<file path="src/design/trs_io_pkg.sv">
package trs_io_pkg;

  // one byte on spi or on the z80 data bus
  typedef logic [7:0] byte_t;

  // full z80 address
  typedef logic [15:0] trs_addr_t;

  // esp command opcodes still served by the bridge
  typedef enum logic [7:0] {
    CMD_GET_COOKIE  = 8'd0,   // identity probe
    CMD_BRAM_POKE   = 8'd1,   // addr lo, addr hi, data
    CMD_BRAM_PEEK   = 8'd2,   // addr lo, addr hi then one reply
    CMD_GET_VERSION = 8'd15,  // major in [7:5], minor in [4:0]
    CMD_SET_LED     = 8'd26   // bits 2..0 are blue, green, red
  } cmd_e;

  // answer to get_cookie
  localparam byte_t COOKIE = 8'haf;

  // firmware revision reported to the esp
  localparam logic [2:0] VERSION_MAJOR = 3'd0;
  localparam logic [4:0] VERSION_MINOR = 5'd3;

endpackage

</file>
<file path="src/design/mem_req_if.sv">
`timescale 1ns/1ps

// one requester's four-phase handshake into the shared ram
interface mem_req_if #(
  parameter int MEM_ADDR_W = 15
);
  logic                    req;    // held until ack
  logic [MEM_ADDR_W-1:0]   addr;   // stable while req
  logic                    we;     // 1 = write
  trs_io_pkg::byte_t       wdata;
  logic                    ack;    // high until req drops
  trs_io_pkg::byte_t       rdata;  // valid while ack

  modport requester (
    output req, addr, we, wdata,
    input  ack, rdata
  );

  modport arbiter (
    input  req, addr, we, wdata,
    output ack, rdata
  );
endinterface

</file>
<file path="src/design/cmd_engine.sv">
`timescale 1ns/1ps

module cmd_engine #(
  parameter int MEM_ADDR_W = 15
) (
  input  logic              clk,
  input  logic              cass_out_sel_n,
  input  trs_io_pkg::byte_t rx_byte,
  input  logic              rx_valid,
  input  logic              frame_active,
  output trs_io_pkg::byte_t tx_byte,
  output logic              tx_load,
  output logic              led_red,
  output logic              led_green,
  output logic              led_blue,
  output logic              spi_error,
  mem_req_if.requester      mem
);

  typedef enum logic [1:0] {idle, read_params, mem_wait, respond} state_e;

  state_e            state;
  trs_io_pkg::cmd_e  cmd;           // opcode being served
  trs_io_pkg::byte_t params [0:2];
  logic [1:0]        bytes_left;    // params still expected
  logic [1:0]        idx;           // next param slot
  logic              mem_go;        // fire the ram request
  logic [15:0]       param_addr;

  assign param_addr = {params[1], params[0]};  // hi, lo

  always_ff @(posedge clk or negedge cass_out_sel_n) begin
    if (!cass_out_sel_n) begin
      state      <= idle;
      cmd        <= trs_io_pkg::CMD_GET_COOKIE;
      bytes_left <= 2'd0;
      idx        <= 2'd0;
      mem_go     <= 1'b0;
      mem.req    <= 1'b0;
      tx_byte    <= '0;
      tx_load    <= 1'b0;
      led_red    <= 1'b0;
      led_green  <= 1'b0;
      led_blue   <= 1'b0;
      spi_error  <= 1'b0;
    end else begin
      tx_load <= 1'b0;
      mem_go  <= 1'b0;
      if (mem_go)
        mem.req <= 1'b1;
      else if (mem.ack)
        mem.req <= 1'b0;          // finishes even if cs went away
      if (!frame_active) begin
        state <= idle;
      end else begin
        case (state)
          idle: if (rx_valid) begin
            cmd <= trs_io_pkg::cmd_e'(rx_byte);
            idx <= 2'd0;
            case (rx_byte)
              trs_io_pkg::CMD_GET_COOKIE: begin
                tx_byte <= trs_io_pkg::COOKIE;
                tx_load <= 1'b1;
                state   <= respond;
              end
              trs_io_pkg::CMD_GET_VERSION: begin
                tx_byte <= {trs_io_pkg::VERSION_MAJOR, trs_io_pkg::VERSION_MINOR};
                tx_load <= 1'b1;
                state   <= respond;
              end
              trs_io_pkg::CMD_BRAM_POKE: begin
                bytes_left <= 2'd3;
                state      <= read_params;
              end
              trs_io_pkg::CMD_BRAM_PEEK: begin
                bytes_left <= 2'd2;
                state      <= read_params;
              end
              trs_io_pkg::CMD_SET_LED: begin
                bytes_left <= 2'd1;
                state      <= read_params;
              end
              default: spi_error <= 1'b1;  // sticky until reset
            endcase
          end
          read_params: if (rx_valid) begin
            idx        <= idx + 2'd1;
            bytes_left <= bytes_left - 2'd1;
            if (bytes_left == 2'd1) begin
              if (cmd == trs_io_pkg::CMD_SET_LED) begin
                led_red   <= rx_byte[0];
                led_green <= rx_byte[1];
                led_blue  <= rx_byte[2];
                state     <= idle;
              end else begin
                mem_go <= 1'b1;       // peek or poke
                state  <= mem_wait;
              end
            end
          end
          mem_wait: if (mem.req && mem.ack) begin
            if (cmd == trs_io_pkg::CMD_BRAM_PEEK) begin
              tx_byte <= mem.rdata;
              tx_load <= 1'b1;
              state   <= respond;
            end else begin
              state <= idle;
            end
          end
          respond: if (rx_valid) state <= idle;  // filler byte from the esp
          default: state <= idle;
        endcase
      end
    end
  end

  // parameter bytes and request payload
  always_ff @(posedge clk) begin
    if (state == read_params && rx_valid)
      params[idx] <= rx_byte;
    if (mem_go) begin
      mem.addr  <= param_addr[MEM_ADDR_W-1:0];  // upper bits dropped
      mem.we    <= (cmd == trs_io_pkg::CMD_BRAM_POKE);
      mem.wdata <= params[2];
    end
  end

endmodule

</file>
<file path="src/flat_wrapper.sv">
// flat-port wrapper written by rule: the top's interface ports become plain ports
module cmd_engine_flat 
#(
  parameter int MEM_ADDR_W = 15
)
  (clk, cass_out_sel_n, rx_byte, rx_valid, frame_active, tx_byte, tx_load, led_red, led_green, led_blue, spi_error, mem_req, mem_addr, mem_we, mem_wdata, mem_ack, mem_rdata);
  mem_req_if #(.MEM_ADDR_W(MEM_ADDR_W)) mem_i ();
  input  logic clk;
  input  logic cass_out_sel_n;
  input  trs_io_pkg::byte_t rx_byte;
  input  logic rx_valid;
  input  logic frame_active;
  output trs_io_pkg::byte_t tx_byte;
  output logic tx_load;
  output logic led_red;
  output logic led_green;
  output logic led_blue;
  output logic spi_error;
  output wire logic [$bits(mem_i.req)-1:0] mem_req;
  output wire logic [$bits(mem_i.addr)-1:0] mem_addr;
  output wire logic [$bits(mem_i.we)-1:0] mem_we;
  output wire logic [$bits(mem_i.wdata)-1:0] mem_wdata;
  input wire logic [$bits(mem_i.ack)-1:0] mem_ack;
  input wire logic [$bits(mem_i.rdata)-1:0] mem_rdata;
  assign mem_req = mem_i.req;
  assign mem_addr = mem_i.addr;
  assign mem_we = mem_i.we;
  assign mem_wdata = mem_i.wdata;
  assign mem_i.ack = mem_ack;
  assign mem_i.rdata = mem_rdata;
  cmd_engine #(.MEM_ADDR_W(MEM_ADDR_W)) u_core (.clk(clk), .cass_out_sel_n(cass_out_sel_n), .rx_byte(rx_byte), .rx_valid(rx_valid), .frame_active(frame_active), .tx_byte(tx_byte), .tx_load(tx_load), .led_red(led_red), .led_green(led_green), .led_blue(led_blue), .spi_error(spi_error), .mem(mem_i));
endmodule
</file>
<file path="config.mk">
export PLATFORM = sky130hd
export DESIGN_NAME = cmd_engine_flat
export DESIGN_NICKNAME = d
export VERILOG_FILES = /design/src/design/trs_io_pkg.sv /design/src/design/mem_req_if.sv /design/src/design/cmd_engine.sv /design/src/flat_wrapper.sv
export SDC_FILE = /design/constraint.sdc
export NUM_CORES = 1
export LEC_CHECK = 0
export ABC_CLOCK_PERIOD_IN_PS = 2200
export BUFFER_PORTS_ARGS = -buffer_cell sky130_fd_sc_hd__buf_2
export CORE_ASPECT_RATIO = 1.5
export CORE_MARGIN = 2
export CORE_UTILIZATION = 54
export CTS_CLUSTER_DIAMETER = 100
export CTS_CLUSTER_SIZE = 24
export DETAILED_ROUTE_END_ITERATION = 10
export PLACE_DENSITY = 0.77
export SYNTH_ARGS = -nofsm -noshare
export SYNTH_HDL_FRONTEND = slang
export SYNTH_SLANG_ARGS = --single-unit
</file>
<file path="constraint.sdc">
create_clock -name clk -period 2.2 [get_ports clk]
set_clock_uncertainty 0.1 [all_clocks]
set_input_delay 0.22 -clock clk [delete_from_list [all_inputs] [get_ports clk]]
set_output_delay 0.22 -clock clk [all_outputs]
set_load 0.02 [all_outputs]
</file>
### After elaboration in Yosys (flattened, before gate mapping)

Memories as Yosys holds them, arrays and structs flattened. A register that Yosys moved wholly into a read port is not among the register bits.
Cells that the tools add are included.

| word-level totals | value |
|---|---|
| flip-flop bits (word level) | 30 |
| memories kept | 1 |
| bits in writable memories | 24 |

| cells by class | value |
|---|---|
| add/subtract/negate cells | 2 |
| multiplexer cells | 36 |
| eq/ne operators | 23 |
| bitwise operators | 1 |
| reduce and logical (&&, ||, !) cells | 17 |

Memories:

| name | words | bits a word | read ports | clocked after memory_dff | write ports | RTL line | source |
|---|---|---|---|---|---|---|---|
| u_core.params | 3 | 8 | 3 | 3 | 1 | cmd_engine.sv:24 | `trs_io_pkg::byte_t params [0:2];` |

Operators by type and width:

| operator | count |
|---|---|
| $pmux W8 S2 | 2 |
| $mux W8 | 3 |
| $mux W2 | 11 |
| $eq A8 B1 Y1 const B | 2 |
| $eq A8 B2 Y1 const B | 2 |
| $eq A8 B5 Y1 const B | 2 |
| $mux W1 | 14 |
| $ne A3 B3 Y1 const B | 4 |
| $pmux W2 S2 | 3 |
| $reduce_and A6 Y1 | 2 |
| $reduce_and A5 Y1 | 2 |
| $eq A8 B4 Y1 const B | 1 |
| $logic_not A8 Y1 | 1 |
| $ne A4 B4 Y1 const B | 2 |
| $pmux W2 S4 | 1 |
| $reduce_and A4 Y1 | 2 |
| $ne A3 B2 Y1 const B | 2 |
| $pmux W2 S3 | 1 |
| $reduce_bool A2 Y1 | 3 |
| $reduce_or A5 Y1 | 1 |
| $eq A2 B1 Y1 const B | 2 |
| $eq A2 B2 Y1 const B | 2 |
| $ne A2 B1 Y1 const B | 2 |
| $ne A2 B2 Y1 const B | 2 |
| other kinds (9) | 10 |

### Logic depth before layout (Yosys ltp)

Gate-level depths: netlist (run 1).

| logic depth | value |
|---|---|
| depth after elaboration | 6 |
| depth in mapped cells | 6 |
| mapped depth without buffers | 6 |

### Least setup slack after synthesis (run 1)

Ideal clock, no wire load.

| timing path | value |
|---|---|
| path type | flip-flop to flip-flop |
| start point | reg u_core.cmd[2] |
| end point | reg u_core.tx_byte[4] |
| path slack | 0.410 ns |
| data required time | 1.975 ns |
| arrival | 1.565 ns |
| cell stages (with the launch flop) | 5 |
| library setup time | 0.125 ns |
| cells stage by stage | dfrtp_1 -> nor4_4 -> nand4_2 -> a21oi_4 -> mux2_4 |

| on the way | value |
|---|---|
| word-level cells in the longest chain between the ends | 3 |

Ends and longest elaborated chain:

| what | RTL line | source |
|---|---|---|
| start, declared | cmd_engine.sv:23 | `trs_io_pkg::cmd_e cmd;` |
| start signal, assigned | cmd_engine.sv:35 | `cmd <= trs_io_pkg::CMD_GET_COOKIE;` |
| start signal, assigned | cmd_engine.sv:58 | `cmd <= trs_io_pkg::cmd_e'(rx_byte);` |
| $eq A8 B2 Y1 | cmd_engine.sv:102 | `if (cmd == trs_io_pkg::CMD_BRAM_PEEK) begin` |
| $ne A2 B1 Y1 (no source line) | -- |  |
| $reduce_and A6 Y1 (no source line) | -- |  |
| end signal, assigned | cmd_engine.sv:62 | `tx_byte <= trs_io_pkg::COOKIE;` |
| end signal, assigned | cmd_engine.sv:67 | `tx_byte <= {trs_io_pkg::VERSION_MAJOR, trs_io_pkg::VERSION_MINOR};` |
| end signal, assigned | cmd_engine.sv:103 | `tx_byte <= mem.rdata;` |
| end, declared | cmd_engine.sv:11 | `output trs_io_pkg::byte_t tx_byte,` |

Every way passes these cells.
A chain may end at the register's enable or synchronous reset.

### Worst setup path after layout (run 1)

Same ends and word-level chain as after synthesis.

==> results of run 1 <==
==> flip-flops by register name, summed over array words and instances (netlist names), 2 cells and up <==
signal             flops
u_core.params         23
u_core.state           2
mem_addr              15
u_core.cmd             8
mem_wdata              8
u_core.bytes_left      2
u_core.tx_byte         8
u_core.idx             2
==> worst paths after layout <==
path	endpoint	slack, ns	depth (start not counted)
worst max-delay path	u_core.tx_byte[4]	0.27	4
worst min-delay path	u_core.tx_byte[0]	0.04	3
worst max register to register	u_core.tx_byte[4]	0.27	4
worst min register to register	mem_addr[2]	0.32	0
max in group asynchronous	u_core.cmd[7]	1.25	2
min in group asynchronous	u_core.led_red	0.33	2
==> layer usage <==
layer	track usage (%)	up-vias	share of wire [%]
li1	-	890	-
met1	21.7	878	40
met2	30.1	66	52
met3	4.65	11	6.0
met4	8.65	0	2.4
met5	0	-	0
==> worst register-to-register path, delay by kind of cell (launching register included) <==
kind / cells / cell delay (ns)
compound gates: 1 / 0.33
mux: 1 / 0.33
flops: 1 / 0.41
simple gates: 2 / 0.66
==> final cells by class <==
class / instances / area share (%)
repair buffers: 61 / 8.55
well taps: 70 / 2.38
clock inverters: 6 / 2.58
multi-input cells: 109 / 23.7
flip-flops and latches: 76 / 58.0
clock buffers: 10 / 3.46
inverters: 13 / 1.32
==> stage by stage <==
step                std cells  power (uW)  area (um^2)  utilization, %
finish                    345        3000         3690            67.1
floorplan                 204        1790         3090               -
global route              345        3120         3690            67.1
global placement          328        1860         3450            62.9
detailed placement        328        1870         3450            62.9
CTS                       345        3020         3690            67.1
==> power groups by stage <==
stage	registers [uW]	clock network (uW)	logic, uW
after global placement	1640	0	216
after CTS	1620	1180	226
final	1620	1160	225
after floorplan	1630	0	159
after global routing	1630	1240	250
after detailed placement	1650	0	223
==> cell families after synthesis <==
| family | share of synthesized area (%) |
|---|---|
| flops | 69.1 |
| xor+xnor | 0.283 |
| simple gates | 11.1 |
| fa+ha+maj | 1.62 |
| buf+inv | 2.63 |
| compound gates | 7.69 |
| mux | 7.61 |
==> synth_stat cells, types with 3 or more instances <==
master	number	area, um^2
a21oi_1	3	15.0
nand2b_1	4	25.0
nor2b_1	4	25.0
nor3_1	3	15.0
ha_1	4	50.1
mux2i_1	7	70.1
edfxtp_1	47	1410
mux2_2	11	124
and3_1	4	25.0
nand3_1	3	15.0
nor2_1	11	41.3
inv_1	13	48.8
nand2_1	7	26.3
dfrtp_1	29	726
o21ai_0	8	40.0
==> out/results.tsv, run 1 <==
stage	metric	value	unit
worst_setup_path	worst-path cell chain	nor4_4, nand4_2, a21oi_4, mux2_4	
clock_network	CTS clk-pin slew, worst paths	0.08	ns
pwr	Leak	0.00149	uW
pwr	Max rail drop VDD	0.431	mV
yosys	Post-synth EDFFs	47	
worst_setup_path	Startpoint Class	flip-flop	
clock_network	CTS buffer count	9	
pwr	Clk network pwr share	38.6	%
yosys	synthesis-stage register bit count	76	
flow_run	number of max-cap violations	0	
routing	routed via count	1845	
die	Core ar.	0.00549	mm^2
routing	DRT Pass-1 Iters	4	
timing	Setup WS post-layout	0.265	ns
pwr	Internal	2310	uW
yosys	Most used DFF post-synth	edfxtp_1	
timing	f_max	0.517	GHz
placement	Final HPWL DP	3.74	mm
die	Die H	96.7	um
timing	crit path time final	1.93	ns
worst_setup_path	CP bufs+invs	0	
min_path	Hold WC Path Type	input port to flip-flop	
global_route	vias in the first global route	1833	
worst_setup_path	Worst path top cell family by delay	simple AND/OR/NAND/NOR gates	
finish	Filler Cells Inserted	399	
timing	slew margin rel.	57.4	%
routing	Post-DRT Antenna Nets	0	
clock_network	CTS Hold Bufs	1	
die	Die ar.	0.00636	mm^2
placement	port bufs	58	
global_route	initial antenna violation count	0	
finish	Reg area	0.00214	mm^2
clock_network	clock sinks	76	
finish	share of cells above drive strength 1	35.3	%
yosys	Yosys warning total	0	
clock_network	Max Buffers Root-to-Sink	2	
pwr	Net Switching	692	uW
timing	final hold vios	0	
finish	Layout area overhead	19.2	%
global_route	largest net degree at the start of global routing	30	
die	I/O Pins	59	
finish	diode count	0	
worst_setup_path	Setup crit start	u_core.cmd[2]	
timing	period utilization	87.9	%
worst_setup_path	WP data required	2.33	ns
yosys	register area share after synthesis	69.1	%
worst_setup_path	Setup CP Type	flip-flop to flip-flop	
worst_setup_path	r2r startpoint	u_core.cmd[2]	
yosys	syn nets	229	
worst_setup_path	Crit. End Element	flip-flop	
yosys	Synth Instances	204	
global_route	first-pass GRT wire length	8.64	mm
clock_network	Worst-Skew Late Latency	0.34	ns
pwr	Sw Ratio	23.0	%
worst_setup_path	Crit-path slowest cell	nor4_4	
timing	Slew @ Worst Pin	0.639	ns
worst_setup_path	Worst EP arrival	2.06	ns
clock_network	Setup Fix Bufs, Post-CTS	0	
timing	final setup fails	0	
clock_network	TritonCTS clock tree	done	
clock_network	Root Buffer	clkbuf_8	
routing	routed length per instance	14.9	um
finish	commonest non-fill, non-tap cell in the layout	buf_2	
routing	DRC	0	
timing	WHS	0.0436	ns
timing	Slew Viols, Final	0	
worst_setup_path	Max FO, Critical Path	7	
pwr	Flop pwr share	53.9	%
die	number of cell rows	33	
pwr	Logic pwr share	7.5	%
global_route	total track usage	18.2	%
run_status	status	complete, no violations	
routing	Post-Route WL	5.15	mm
global_route	GRT overflow	0	
worst_setup_path	Crit path largest cell delay	0.45	ns
yosys	Syn Area/Cell	15.2	um^2
timing	RSZ-0062 raised after global routing	no	
routing	vias per cell	5.35	
pwr	PwrDens	814	mW/mm^2
finish	Final Net Count	295	
finish	commonest cells after routing, fill and taps aside	buf_2 (58), edfxtp_1 (47), dfrtp_1 (29), inv_1 (13)	
die	die width	65.8	um
placement	pre-CTS setup slack	0.292	ns
yosys	cell area after synthesis	0.00309	mm^2
yosys	Synth cell types	51	
placement	GPL Wtd Cong	0.914	
clock_network	H-tree Lvls	3	
routing	1st-iter DRT viols	114	
timing	sum of negative setup slack	0	ns
die	Initial Util	56.3	%
finish	Multi-input gate area	875	um^2
min_path	min-delay src	mem_rdata[0]	
yosys	Post-synth ARST share	38.2	%
clock_network	Post-CTS Resized	0	
Note: power is estimated with default switching activity, not from simulation.
==> inputs of run 2 (changes only) <==
CELL_PAD_IN_SITES_DETAIL_PLACEMENT = 0   (was unset)
CELL_PAD_IN_SITES_GLOBAL_PLACEMENT = 2   (was unset)
CORE_UTILIZATION = 38   (was 54)
==> run 2 against run 1 <==
Net effect: via count down 0.70%; routed wire length up 8.0%; critical path depth up 1; final cell count up 11%; sequential cell count unchanged; highest routed layer unchanged; register-to-register slack better by 0.04 ns; combinational power up 4%; sequential share of layout area down 2.7 points; maximum frequency up 2.1%; worst setup slack better by 0.039 ns; final area up 4.9%.
==> out/results.tsv, run 2 (synthesized netlist as in run 1, its figures left out) <==
stage	metric	value	unit	change
run_status	status	complete, no violations		
worst_setup_path	CP bufs+invs	1		+1
worst_setup_path	Crit-path slowest cell	dfrtp_1		
finish	share of cells above drive strength 1	36.3	%	+1.1 points
flow_run	number of max-cap violations	0		unchanged
timing	Slew Viols, Final	0		unchanged
timing	Setup WS post-layout	0.305	ns	+0.0393 ns
placement	dpl cell area	0.00352	mm^2	+1.9%
timing	RSZ-0062 raised after global routing	no		
clock_network	TritonCTS clock tree	done		
timing	final hold vios	0		unchanged
placement	port bufs	58		unchanged
finish	commonest cells after routing, fill and taps aside	buf_2 (58), edfxtp_1 (47), dfrtp_1 (29), inv_1 (13)		
finish	Largest register FFs	23		unchanged
worst_setup_path	R2R cell count	5		+1
die	I/O Pins	59		unchanged
min_path	Hold WC Path Type	input port to flip-flop		
finish	Multi-input gate area	875	um^2	unchanged
worst_setup_path	Crit path largest cell delay	0.53	ns	+0.08 ns
clock_network	clock sinks	76		unchanged
routing	DRT Pass-1 Iters	5		+1
routing	1st-iter DRT viols	111		-2.6%
worst_setup_path	Worst EP arrival	2.04	ns	-0.02 ns
clock_network	CTS buffer count	9		unchanged
timing	WHS	0.0630	ns	+0.0194 ns
clock_network	Worst-Skew Late Latency	0.33	ns	about the same
routing	routed length per instance	14.5	um	-2.8%
timing	final setup fails	0		unchanged
global_route	first-pass GRT wire length	8.80	mm	+1.9%
routing	DRC	0		unchanged
finish	Reg area	0.00214	mm^2	unchanged
global_route	GRT overflow	0		unchanged
clock_network	Max Buffers Root-to-Sink	2		unchanged
routing	vias per cell	4.78		-11%
routing	routed via count	1832		-0.70%
finish	Final Net Count	298		+1.0%
pwr	PwrDens	893	mW/mm^2	+9.7%
routing	Post-DRT Antenna Nets	0		unchanged
worst_setup_path	Max FO, Critical Path	16		+9
timing	period utilization	86.2	%	-1.8 points
worst_setup_path	worst-path cell chain	nor2b_1, o211ai_4, a21oi_4, buf_4, mux2i_1		
finish	Layout area overhead	25.0	%	
worst_setup_path	Startpoint Class	flip-flop		
finish	Largest Register	u_core.params		
worst_setup_path	Worst path top cell family by delay	flip-flops		
min_path	depth of the worst hold-timing path	3		unchanged
timing	Slew @ Worst Pin	0.699	ns	+0.0602 ns
timing	f_max	0.528	GHz	+2.1%
timing	sum of negative setup slack	0	ns	unchanged
pwr	Leak	0.00156	uW	+4.6%
finish	Filler Cells Inserted	707		+77%
clock_network	CTS clk-pin slew, worst paths	0.06	ns	-0.02 ns
placement	pre-CTS setup slack	0.297	ns	+0.00517 ns
clock_network	H-tree Lvls	3		unchanged
clock_network	Setup Fix Bufs, Post-CTS	0		unchanged
die	Initial Util	38.9	%	-17 points
global_route	total track usage	13.3	%	-4.9 points
die	Die H	114	um	+18%
clock_network	Root Buffer	clkbuf_16		
worst_setup_path	Critical Path Stages	5		+1
finish	Layout Utilization	48.6	%	-19 points
routing	Post-Route WL	5.56	mm	+8.0%
worst_setup_path	Setup CP Type	flip-flop to flip-flop		
global_route	largest net degree at the start of global routing	30		unchanged
placement	GPL Wtd Cong	0.767		-16%
global_route	initial antenna violation count	0		unchanged
die	number of cell rows	40		+21%
global_route	vias in the first global route	1728		-5.7%
finish	commonest non-fill, non-tap cell in the layout	buf_2		
die	die width	77.7	um	+18%
finish	Final Cell Area	0.00386	mm^2	+4.9%
die	Die ar.	0.00889	mm^2	+40%
timing	crit path time final	1.90	ns	-0.0393 ns
finish	diode count	0		unchanged
placement	Final HPWL DP	4.01	mm	+7.3%
worst_setup_path	Crit. End Element	flip-flop		
timing	slew margin rel.	53.4	%	-4.0 points
die	Core ar.	0.00796	mm^2	+45%
worst_setup_path	WP data required	2.35	ns	+0.02 ns
pwr	Max rail drop VDD	0.439	mV	+1.8%
## run 2: layer usage
layer,global-route usage [%],wire (um),vias up
li1,-,-,901
met1,15.7,2320,865
met2,22.2,2880,57
met3,3.79,281,9
met4,6.43,84,0
met5,0,0,-
## run 2: metrics by stage
step / power [uW] / instances
4_1_cts: 3490 / 383
2_1_floorplan: 1790 / 204
3_3_place_gp: 1870 / 366
5_1_grt: 3580 / 383
3_5_place_dp: 1880 / 366
6_report: 3450 / 383
## run 2: worst paths after layout
check | endpoint | slack, ns | from
max | u_core.tx_byte[1] | 0.30 | u_core.state[1]
min reg2reg | mem_wdata[2] | 0.32 | u_core.params[2][2]
max in group asynchronous | u_core.cmd[2] | 1.17 | cass_out_sel_n
min in group asynchronous | u_core.idx[1] | 0.38 | cass_out_sel_n
max reg2reg | u_core.tx_byte[1] | 0.30 | u_core.state[1]
min | u_core.tx_byte[0] | 0.06 | mem_rdata[0]
## run 2: power by group
part           internal, uW  switching [uW]
clock network          1060             541
logic                   105             129
registers              1560            57.4
## run 2: final cells by class
cell class | count | share of cell area [%]
clock inverter | 5 | 2.14
timing repair buffer | 64 | 8.74
inverter | 13 | 1.26
tap | 105 | 3.40
multi-input combinational | 109 | 22.6
clock buffer | 11 | 6.54
sequential | 76 | 55.3
## run 2: timing repair
item / in CTS / in global routing
endpoints found under the hold margin: 29 / 0
hold buffers: 1 / 0
setup endpoints to repair: 0 / 0
resized for setup: 0 / 0
## run 2: worst reg2reg max path: stages (launching register included)
cell	delay, ns
dfrtp_1	0.53
nor2b_1	0.39
o211ai_4	0.14
a21oi_4	0.28
buf_4	0.20
mux2i_1	0.18
==> inputs of run 3 (changes only) <==
BUFFER_PORTS_ARGS = -buffer_cell sky130_fd_sc_hd__buf_4   (was -buffer_cell sky130_fd_sc_hd__buf_2)
SLEW_MARGIN = 20   (was unset)
==> run 3 against run 2 <==
Net effect: final area increased by 1.9%; worst setup slack worse by 0.022 ns; non-clock buffer count fell by 1; utilization increased by 0.94 points; power shrank 7.7%; critical path depth shrank 1; sequential cell count stayed put; worst hold slack got worse by 0.039 ns.
==> out/results.tsv, run 3 (synthesized netlist as in run 1, its figures left out) <==
stage	metric	value	unit	change
clock_network	TritonCTS clock tree	done		
placement	port bufs	58		unchanged
finish	Largest Register	u_core.params		
global_route	first-pass GRT wire length	9.29	mm	+5.5%
worst_setup_path	Startpoint Class	flip-flop		
timing	Slew @ Worst Pin	0.504	ns	-0.196 ns
global_route	initial antenna violation count	0		unchanged
die	I/O Pins	59		unchanged
placement	GPL Wtd Cong	0.771		+0.56%
worst_setup_path	Setup CP Type	flip-flop to flip-flop		
timing	Slew Viols, Final	0		unchanged
routing	Post-DRT Antenna Nets	0		unchanged
clock_network	Max Buffers Root-to-Sink	2		unchanged
timing	slew margin rel.	66.4	%	+13 points
finish	Layout area overhead	27.4	%	
placement	Final HPWL DP	4.10	mm	+2.2%
clock_network	Worst-Skew Late Latency	0.33	ns	about the same
routing	routed via count	1842		+0.55%
min_path	depth of the worst hold-timing path	1		-2
worst_setup_path	R2R cell count	4		-1
clock_network	CTS buffer count	9		unchanged
global_route	GRT overflow	0		unchanged
finish	share of cells above drive strength 1	35.4	%	-0.95 points
die	Core ar.	0.00796	mm^2	unchanged
finish	Filler Cells Inserted	721		+2.0%
finish	Final Cell Area	0.00394	mm^2	+1.9%
routing	vias per cell	4.82		+0.81%
finish	Largest register FFs	23		unchanged
die	number of cell rows	40		unchanged
clock_network	Root Buffer	clkbuf_16		
timing	period utilization	87.2	%	+1.0 points
finish	Final Net Count	297		-0.34%
clock_network	CTS clk-pin slew, worst paths	0.06	ns	about the same
timing	RSZ-0062 raised after global routing	no		
die	Initial Util	38.9	%	unchanged
finish	commonest cells after routing, fill and taps aside	buf_4 (62), edfxtp_1 (47), dfrtp_1 (29), inv_1 (13)		
die	Die ar.	0.00889	mm^2	unchanged
die	Die H	114	um	unchanged
global_route	largest net degree at the start of global routing	30		unchanged
finish	diode count	0		unchanged
run_status	status	complete, no violations		
routing	Post-Route WL	5.63	mm	+1.1%
timing	final setup fails	0		unchanged
clock_network	H-tree Lvls	3		unchanged
global_route	vias in the first global route	1869		+8.2%
timing	final hold vios	0		unchanged
finish	commonest non-fill, non-tap cell in the layout	buf_4		
pwr	Max rail drop VDD	0.382	mV	-13%
min_path	Hold WC Path Type	input port to flip-flop		
timing	WHS	0.0244	ns	-0.0386 ns
clock_network	Setup Fix Bufs, Post-CTS	0		unchanged
worst_setup_path	Crit. End Element	flip-flop		
global_route	total track usage	13.9	%	+0.61 points
routing	DRC	0		unchanged
routing	DRT Pass-1 Iters	4		-1
routing	routed length per instance	14.7	um	+1.4%
timing	crit path time final	1.92	ns	+0.0222 ns
routing	1st-iter DRT viols	83		-25%
worst_setup_path	WP data required	2.31	ns	-0.04 ns
timing	sum of negative setup slack	0	ns	unchanged
pwr	PwrDens	809	mW/mm^2	-9.4%
die	die width	77.7	um	unchanged
clock_network	Post-CTS Resized	0		unchanged
clock_network	clock sinks	76		unchanged
clock_network	CTS Hold Bufs	1		unchanged
placement	dpl cell area	0.00366	mm^2	+3.9%
timing	f_max	0.521	GHz	-1.2%
worst_setup_path	Worst EP arrival	2.03	ns	about the same
flow_run	number of max-cap violations	0		unchanged
worst_setup_path	Max FO, Critical Path	6		-10
pwr	Leak	0.00158	uW	+0.81%
[run 3: per-layer routing]
layer	global-route usage, %	share of wire [%]
met1	15.8	41
met2	23.6	53
met3	4.65	4.8
met4	6.43	2.0
met5	0	0
[run 3: worst paths after layout]
| check | to | slack, ns | startpoint |
|---|---|---|---|
| max | u_core.led_red | 0.28 | u_core.cmd[2] |
| min | u_core.params[2][7] | 0.02 | rx_byte[7] |
| max reg2reg | u_core.led_red | 0.28 | u_core.cmd[2] |
| min reg2reg | mem_addr[8] | 0.32 | u_core.params[1][0] |
| max in group asynchronous | u_core.tx_byte[2] | 1.45 | cass_out_sel_n |
| min in group asynchronous | u_core.idx[1] | 0.26 | cass_out_sel_n |
[run 3: stage by stage]
step | total power, uW | worst slack (ns) | utilization (%) | cells
after floorplan | 1790 | 0.410 | - | 204
after global placement | 1890 | 0.317 | 46.0 | 365
after detailed placement | 1890 | 0.291 | 46.0 | 365
after CTS | 3230 | 0.279 | 49.5 | 382
after global routing | 3330 | 0.171 | 49.5 | 382
final | 3190 | 0.282 | 49.5 | 382
[run 3: worst max-delay path, stage by stage (launching register included)]
cell	delay, ns
dfrtp_1	0.40
nor4_4	0.45
nand4_1	0.21
nor2_1	0.26
mux2_2	0.38
[run 3: layout make-up]
class / count / area [um^2] / share of cell area [%]
sequential: 76 / 2140 / 54.2
multi-input combinational: 109 / 875 / 22.2
timing repair buffer: 63 / 475 / 12.1
clock buffer: 12 / 246 / 6.26
tap: 105 / 131 / 3.33
inverter: 13 / 48.8 / 1.24
clock inverter: 4 / 26.3 / 0.667
[run 3: power breakdown]
part	internal, uW	switching, uW	leakage [uW]
Combinational	116	128	0.000674
Clock	792	533	0.000133
Sequential	1560	56.7	0.000770
Total	2470	717	0.00158
